$ cat config.mk
export PLATFORM = sky130hd
export DESIGN_NAME = uart_link
export DESIGN_NICKNAME = d
export VERILOG_FILES = /design/src/rtl/uart_pkg.sv /design/src/rtl/rx_byte_if.sv /design/src/rtl/uart_link.sv /design/src/rtl/rx_holding.sv /design/src/rtl/uart_rx.sv /design/src/rtl/uart_tx.sv
export SDC_FILE = /design/constraint.sdc
export NUM_CORES = 1
export LEC_CHECK = 0
export BUFFER_PORTS_ARGS = -buffer_cell sky130_fd_sc_hd__buf_2
export CAP_MARGIN = 20
export CORE_UTILIZATION = 29
export DETAILED_ROUTE_END_ITERATION = 7
export PLACE_DENSITY_LB_ADDON = 0.1
export SLEW_MARGIN = 20
export SYNTH_ARGS = -nofsm -noshare
export SYNTH_HDL_FRONTEND = slang
export SYNTH_SLANG_ARGS = --single-unit
$ cat constraint.sdc
create_clock -name clk -period 2.6 [get_ports clk]
set_input_delay 0.39 -clock clk [delete_from_list [all_inputs] [get_ports clk]]
set_output_delay 0.39 -clock clk [all_outputs]
set_load 0.01 [all_outputs]
$ cat src/rtl/uart_pkg.sv
package uart_pkg;

    // Serial bit timing in system clocks.
    localparam int CLK_PER_BIT = 16;
    localparam int HALF_BIT    = CLK_PER_BIT / 2;
    localparam int DATA_BITS   = 8;

    localparam int CNT_W = $clog2(CLK_PER_BIT);
    localparam int BIT_W = $clog2(DATA_BITS);

    // Terminal counts for the bit and sample counters.
    localparam logic [CNT_W-1:0] BIT_LAST  = CNT_W'(CLK_PER_BIT - 1);
    localparam logic [CNT_W-1:0] HALF_LAST = CNT_W'(HALF_BIT - 1);
    localparam logic [BIT_W-1:0] DATA_LAST = BIT_W'(DATA_BITS - 1);

    typedef logic [DATA_BITS-1:0] uart_byte_t;

    typedef enum logic [2:0] {
        TX_IDLE,
        TX_START,
        TX_DATA,
        TX_STOP,
        TX_WAIT_RELEASE
    } tx_state_t;

    typedef enum logic [2:0] {
        RX_IDLE,
        RX_START,
        RX_DATA,
        RX_STOP,
        RX_HANDOFF
    } rx_state_t;

endpackage
$ cat src/rtl/rx_byte_if.sv
`timescale 1ns/10ps

interface rx_byte_if;

    logic                 req;
    logic                 ack;
    uart_pkg::uart_byte_t data;
    logic                 frame_err;   // Stop bit sampled low.

    modport source (
        output req,
        output data,
        output frame_err,
        input  ack
    );

    modport sink (
        input  req,
        input  data,
        input  frame_err,
        output ack
    );

endinterface

$ cat src/rtl/uart_link.sv
`timescale 1ns/10ps

module uart_link (
    input  logic                 clk,
    input  logic                 arst,
    input  logic                 tx_req,
    input  uart_pkg::uart_byte_t tx_data,
    output logic                 tx_ack,
    output logic                 txd,
    input  logic                 rxd,
    output logic                 rx_req,
    input  logic                 rx_ack,
    output uart_pkg::uart_byte_t rx_data,
    output logic                 rx_frame_err,
    output logic                 rx_overrun
);

    rx_byte_if rx_bus ();

    uart_tx tx0 (
        .clk     (clk),
        .arst    (arst),
        .tx_req  (tx_req),
        .tx_data (tx_data),
        .tx_ack  (tx_ack),
        .txd     (txd)
    );

    uart_rx rx0 (
        .clk  (clk),
        .arst (arst),
        .rxd  (rxd),
        .out  (rx_bus.source)
    );

    rx_holding hold0 (
        .clk          (clk),
        .arst         (arst),
        .in           (rx_bus.sink),
        .rx_req       (rx_req),
        .rx_ack       (rx_ack),
        .rx_data      (rx_data),
        .rx_frame_err (rx_frame_err),
        .rx_overrun   (rx_overrun)
    );

endmodule

$ cat src/rtl/rx_holding.sv
`timescale 1ns/10ps

module rx_holding (
    input  logic                 clk,
    input  logic                 arst,
    rx_byte_if.sink              in,
    output logic                 rx_req,
    input  logic                 rx_ack,
    output uart_pkg::uart_byte_t rx_data,
    output logic                 rx_frame_err,
    output logic                 rx_overrun
);

    logic xfer;
    logic free;
    logic load;

    // One sampled edge per transfer, while req and ack are both high.
    assign xfer = in.req & in.ack;
    assign free = ~rx_req & ~rx_ack;
    assign load = xfer & free;

    always_ff @(posedge clk)
    begin
        if (load)
        begin
            rx_data      <= in.data;
            rx_frame_err <= in.frame_err;
        end
    end

    always_ff @(posedge clk or posedge arst)
    begin
        if (arst)
        begin
            in.ack     <= 1'b0;
            rx_req     <= 1'b0;
            rx_overrun <= 1'b0;
        end
        else
        begin
            in.ack <= in.req;   // Always accept.

            if (rx_ack)
                rx_req <= 1'b0;
            else if (load)
                rx_req <= 1'b1;

            // Entry busy, so the new byte is lost.
            if (load)
                rx_overrun <= 1'b0;
            else if (xfer)
                rx_overrun <= 1'b1;
        end
    end

endmodule

$ cat src/rtl/uart_rx.sv
`timescale 1ns/10ps

module uart_rx (
    input  logic        clk,
    input  logic        arst,
    input  logic        rxd,
    rx_byte_if.source   out
);

    uart_pkg::rx_state_t            state;
    logic [uart_pkg::CNT_W-1:0]     clk_cnt;
    logic [uart_pkg::BIT_W-1:0]     bit_cnt;
    uart_pkg::uart_byte_t           shreg;
    logic                           rxd_meta;
    logic                           rxd_sync;
    logic                           rxd_prev;
    logic                           fall;
    logic                           bit_end;
    logic                           half_end;

    assign fall     = rxd_prev & ~rxd_sync;
    assign bit_end  = (clk_cnt == uart_pkg::BIT_LAST);
    assign half_end = (clk_cnt == uart_pkg::HALF_LAST);

    // Shift register holds the byte during handoff.
    assign out.data = shreg;

    always_ff @(posedge clk)
    begin
        if ((state == uart_pkg::RX_DATA) && bit_end)
            shreg <= {rxd_sync, shreg[uart_pkg::DATA_BITS-1:1]};    // LSB first.
        if ((state == uart_pkg::RX_STOP) && bit_end)
            out.frame_err <= ~rxd_sync;
    end

    always_ff @(posedge clk or posedge arst)
    begin
        if (arst)
        begin
            rxd_meta <= 1'b1;
            rxd_sync <= 1'b1;
            rxd_prev <= 1'b1;
            state    <= uart_pkg::RX_IDLE;
            clk_cnt  <= '0;
            bit_cnt  <= '0;
            out.req  <= 1'b0;
        end
        else
        begin
            rxd_meta <= rxd;
            rxd_sync <= rxd_meta;
            rxd_prev <= rxd_sync;
            case (state)
                uart_pkg::RX_IDLE:
                begin
                    clk_cnt <= '0;
                    bit_cnt <= '0;
                    if (fall)
                        state <= uart_pkg::RX_START;
                end
                uart_pkg::RX_START:
                begin
                    if (half_end)
                    begin
                        clk_cnt <= '0;
                        if (rxd_sync)
                            state <= uart_pkg::RX_IDLE;    // False start.
                        else
                            state <= uart_pkg::RX_DATA;
                    end
                    else
                        clk_cnt <= clk_cnt + 1'b1;
                end
                uart_pkg::RX_DATA:
                begin
                    if (bit_end)
                    begin
                        clk_cnt <= '0;
                        if (bit_cnt == uart_pkg::DATA_LAST)
                            state <= uart_pkg::RX_STOP;
                        else
                            bit_cnt <= bit_cnt + 1'b1;
                    end
                    else
                        clk_cnt <= clk_cnt + 1'b1;
                end
                uart_pkg::RX_STOP:
                begin
                    if (bit_end)
                    begin
                        clk_cnt <= '0;
                        out.req <= 1'b1;
                        state   <= uart_pkg::RX_HANDOFF;
                    end
                    else
                        clk_cnt <= clk_cnt + 1'b1;
                end
                uart_pkg::RX_HANDOFF:
                begin
                    if (out.ack)
                        out.req <= 1'b0;
                    else if (!out.req)
                        state <= uart_pkg::RX_IDLE;     // Both phases done.
                end
                default:
                    state <= uart_pkg::RX_IDLE;
            endcase
        end
    end

endmodule

$ cat src/rtl/uart_tx.sv
`timescale 1ns/10ps

module uart_tx (
    input  logic                 clk,
    input  logic                 arst,
    input  logic                 tx_req,
    input  uart_pkg::uart_byte_t tx_data,
    output logic                 tx_ack,
    output logic                 txd
);

    uart_pkg::tx_state_t            state;
    logic [uart_pkg::CNT_W-1:0]     clk_cnt;
    logic [uart_pkg::BIT_W-1:0]     bit_cnt;
    uart_pkg::uart_byte_t           shreg;
    logic                           bit_end;
    logic                           accept;
    logic                           shift;

    assign bit_end = (clk_cnt == uart_pkg::BIT_LAST);
    assign accept  = (state == uart_pkg::TX_IDLE) && tx_req;
    assign shift   = bit_end && ((state == uart_pkg::TX_START) || (state == uart_pkg::TX_DATA));

    // Byte is captured at acceptance, then consumed LSB first.
    always_ff @(posedge clk)
    begin
        if (accept)
            shreg <= tx_data;
        else if (shift)
            shreg <= shreg >> 1;
    end

    always_ff @(posedge clk or posedge arst)
    begin
        if (arst)
        begin
            state   <= uart_pkg::TX_IDLE;
            clk_cnt <= '0;
            bit_cnt <= '0;
            tx_ack  <= 1'b0;
            txd     <= 1'b1;
        end
        else
        begin
            case (state)
                uart_pkg::TX_IDLE:
                begin
                    clk_cnt <= '0;
                    bit_cnt <= '0;
                    if (tx_req)
                    begin
                        tx_ack <= 1'b1;
                        txd    <= 1'b0;         // Start bit.
                        state  <= uart_pkg::TX_START;
                    end
                end
                uart_pkg::TX_START:
                begin
                    if (bit_end)
                    begin
                        clk_cnt <= '0;
                        txd     <= shreg[0];
                        state   <= uart_pkg::TX_DATA;
                    end
                    else
                        clk_cnt <= clk_cnt + 1'b1;
                end
                uart_pkg::TX_DATA:
                begin
                    if (bit_end)
                    begin
                        clk_cnt <= '0;
                        if (bit_cnt == uart_pkg::DATA_LAST)
                        begin
                            txd   <= 1'b1;      // Stop bit.
                            state <= uart_pkg::TX_STOP;
                        end
                        else
                        begin
                            bit_cnt <= bit_cnt + 1'b1;
                            txd     <= shreg[0];
                        end
                    end
                    else
                        clk_cnt <= clk_cnt + 1'b1;
                end
                uart_pkg::TX_STOP:
                begin
                    if (bit_end)
                    begin
                        clk_cnt <= '0;
                        if (!tx_req)
                        begin
                            tx_ack <= 1'b0;
                            state  <= uart_pkg::TX_IDLE;
                        end
                        else
                            state <= uart_pkg::TX_WAIT_RELEASE;
                    end
                    else
                        clk_cnt <= clk_cnt + 1'b1;
                end
                uart_pkg::TX_WAIT_RELEASE:
                begin
                    // Host still holds its request.
                    if (!tx_req)
                    begin
                        tx_ack <= 1'b0;
                        state  <= uart_pkg::TX_IDLE;
                    end
                end
                default:
                    state <= uart_pkg::TX_IDLE;
            endcase
        end
    end

endmodule

==> results.md <==
- TritonRoute pass-1 iters: 4
- Drt drc: 0
- Register area: 0.001511 mm2
- Slowest stage cell on the critical path: a21oi_2
- Post-synthesis net count: between 200 and 250
- Cell Area, Synth: around 0.0024 mm2
- Final Cycle Share: roughly 72%
- Nets: between 200 and 250
- Clk_lat worst skew: between 0.3 and 0.4 ns
- Status: finished clean
- Fin. Hold Viols: 0
- Largest family of logic cells by synthesized area: simple AND/OR/NAND/NOR gates
- Highest cell delay on the worst timing path: roughly 0.43 ns
- Dpl hpwl: approximately 2700 um
- Final setup violation count: 0
- Worst Setup End Kind: register
- Routed via count: approximately 1,500
- Complex-gate fraction of the synthesized area: between 10% and 20%
- Synth Instances: between 150 and 200
- Worst setup margin: 0.7236 ns
- CP Cell Sequence: ha_1, and3_1, a21oi_1, a21oi_2, mux2_1
- Top post-synthesis cells by area: edfxtp_1 (32%), dfrtp_1 (26%), dfstp_2 (4.4%), mux2_4 (4.4%), ha_1 (3.1%)
- CP Class: register to register
- Crit. Startpoint: tx0.clk_cnt[0]$_DFFE_PP0P_
- Ports: 26
- Part of the Yosys area used for sequential elements: a little over three fifths
- Vias in the first global route: ~1,500
- Worst slew pin tran: between 0.5 and 0.6 ns
- Root Buffer: clkbuf_8
- First-pass GRT wire length: roughly 7000 um
- Sink Count: between 50 and 60
- Multi-input logic area: about 810 um2
- Min cycle time layout: ~1.9 ns
- CP max FO: 9
- Starting Density: 30.50%
- Vias per cell: ~4.6
- Mapped Avg Cell Area: approximately 12 um2
- Routed WL per cell: ~12 um
- Hold Crit Class: primary input to asynchronous set/reset pin
- Pwr Total: about 2.4 mW
- Setup_tns: 0 ns
- Antenna violations before repair: 0
- Crit path required time: between 2 and 3 ns
- Cts bufs inserted: 5
- Routed Wire Length: a little over 4000 um
- Slew headroom: ~63%
- Die X: roughly 93 um
- Row count: 32
- Cell Pwr Density: 898.5 mW/mm2
- Post-route ant nets: 0
- H-tree Lvls: 2
- Dominant synthesized flop cell: edfxtp_1
- PortBufs: 25
- EDFF count, synth: 26
- FILL cells: 797
- Clock Pin Slew Worst Setup and Hold Paths: around 0.11 ns
- Synth Area in Adders: 3.120%
- CTS tree: done
- Cell accounting for the most synthesized area: edfxtp_1
- # Post-CTS Setup Buffers: 0
- R2r worst-path depth: 5
- Die area: just under 0.009 mm2
- Layout cells sized above 1: between 20% and 30%
- Routability Congestion: approximately 0.75
- Core area: between 0.007 and 0.008 mm2
- RSZ-0062 raised after global routing: no
- FFs w/ async S/R, synth: between 50 and 60%
- FF-to-FF End: tx0.txd$_DFFE_PP1P_
- Met3 routed WL: about 140 um
- Post-Synth XOR/XNOR Area: 0.7280%
- Simple-Gate Fraction of Synth Area: between 10% and 20%
- Met2 wire length: 1769 um
- DIE HEIGHT: roughly 93 um
- Gr ovfl total: 0
- Initial detailed-routing violation count: between 40 and 50
- Uppermost layer routed: met4
- Multiplexer area fraction after synthesis: 4.836%
- Setup Skew: roughly 0.014 ns
- Max-Cap Viols: 0
- GRT Overall Usage: between 10% and 20%
- Synth top area share: ~32%
- Yosys warnings: 0
- Diode count: 0
- Worst r2r src: tx0.clk_cnt[0]$_DFFE_PP0P_
- Final Util: approximately a third
- Critical Path Source Type: register
- VDD IR max: approximately 0.0004 V
- Cell variety after synth: 47
- Largest net degree at the start of global routing: 30
- Total leakage power: ~1.1 nW
- Pre-CTS WS: roughly 0.72 ns
- Worst EP arrival: 2.11 ns
- Maximum clock frequency: approximately 530 MHz
- Yosys reg bits: 55
- Met1 wire length: 2085 um
- Clk buf depth: 2
- Final Max Tran Viols: 0
- PostCTS Resize Cnt: 0
- P&R area growth vs syn: 12.84%
- FF-to-FF setup slack: 0.72 ns
- Post-CTS Hold Buffers: 0
-- routing by layer --
layer,vias up,track usage (%)
met1,703,13.97
li1,770,-
met3,4,2.683
met5,-,0
met2,25,16.54
met4,0,4.231
-- critical path, delay by kind of cell, from the launching register on --
kind / cells / cell delay, ns
compound gates: 2 / 0.52
fa+ha+maj: 1 / 0.26
flops: 1 / 0.40
mux: 1 / 0.37
simple gates: 1 / 0.25
-- cell type report --
type	count	area share, %
repair buffers	28	5.438
clock buffers	5	2.535
multi-input cells	127	29.91
clock inverters	3	0.9217
inverters	6	0.8295
well taps	102	4.700
flip-flops and latches	55	55.67
-- cells in the final DEF (no fill, tap or decap), types with 3 or more instances in the layout --
cell type / synthesis / layout
a21oi_1: 12 / 12
clkbuf_8: 0 / 5
edfxtp_1: 26 / 26
and3_1: 3 / 3
dfstp_2: 4 / 4
ha_1: 6 / 6
o21ai_0: 10 / 10
buf_4: 1 / 3
nand3_1: 5 / 5
buf_2: 5 / 25
mux2_4: 7 / 7
a31oi_1: 3 / 3
nand2_1: 20 / 20
a211oi_1: 4 / 4
o211ai_1: 3 / 3
nor3_1: 4 / 4
inv_1: 6 / 6
nor2_1: 19 / 19
dfrtp_1: 25 / 25
-- report_power, final --
group          total, mW  switching, mW  leakage [nW]  internal [mW]
clock              0.487          0.290        0.0452          0.197
combinational      0.597          0.294         0.452          0.303
sequential          1.36          0.230         0.597           1.12
total               2.44          0.815          1.09           1.62
-- registers in the layout, summed over array words and instances (netlist names) --
| signal | cells |
|---|---|
| tx0.bit_cnt | 3 |
| hold0.rx_req | 1 |
| tx0.tx_ack | 1 |
| rx0.clk_cnt | 4 |
| hold0.rx_frame_err | 1 |
| rx0.state | 3 |
| rx0.bit_cnt | 3 |
| tx0.state | 3 |
| rx0.rxd_meta | 1 |
| rx0.out.data | 8 |
| hold0.rx_overrun | 1 |
| rx0.out.frame_err | 1 |
| tx0.shreg | 8 |
| rx0.rxd_sync | 1 |
| tx0.clk_cnt | 4 |
| tx0.txd | 1 |
| rx0.out.req | 1 |
| rx0.rxd_prev | 1 |
| hold0.in.ack | 1 |
| hold0.rx_data | 8 |
-- kinds of logic after synthesis --
logic type | Yosys count
AO/OA/AOI/OAI | 46
XOR/XNOR | 2
adder cells (fa/ha/maj) | 6
buffers and inverters | 17
flip-flops | 55
multiplexers | 8
AND/OR/NAND/NOR | 65
-- worst max-delay path by stage --
stage,depth (start not counted),to,slack (ns)
final,5,tx0.txd$_DFFE_PP1P_,0.72
after global routing,5,tx0.txd$_DFFE_PP1P_,0.56
after CTS,5,tx0.txd$_DFFE_PP1P_,0.70
after detailed placement,5,tx0.txd$_DFFE_PP1P_,0.72
after global placement,5,tx0.txd$_DFFE_PP1P_,0.75
after floorplan,4,rx0.out.data[0]$_DFFE_PP_,0.75
-- cell usage after synthesis, types with 2 or more instances --
cell type,instances
dfrtp_1,25
edfxtp_1,26
nor3_1,4
clkbuf_1,3
buf_2,5
ha_1,6
nand4_1,2
a21o_1,2
a31oi_1,3
nor2_1,19
a211oi_1,4
dfstp_2,4
nand2_1,20
mux2_4,7
a311oi_1,2
o22ai_1,2
nand4b_1,2
nand3_1,5
o21ai_0,10
inv_1,6
o211ai_1,3
and3_1,3
a21oi_1,12
-- through the flow --
step                instances  instance area [um2]  hold slack (ns)
global placement          318                 2621           0.3542
CTS                       326                 2715           0.1449
floorplan                 199                 2406           0.3452
finish                    326                 2715           0.1346
global route              326                 2715           0.1517
detailed placement        318                 2621           0.3564
(Power assumes the default switching activity.)
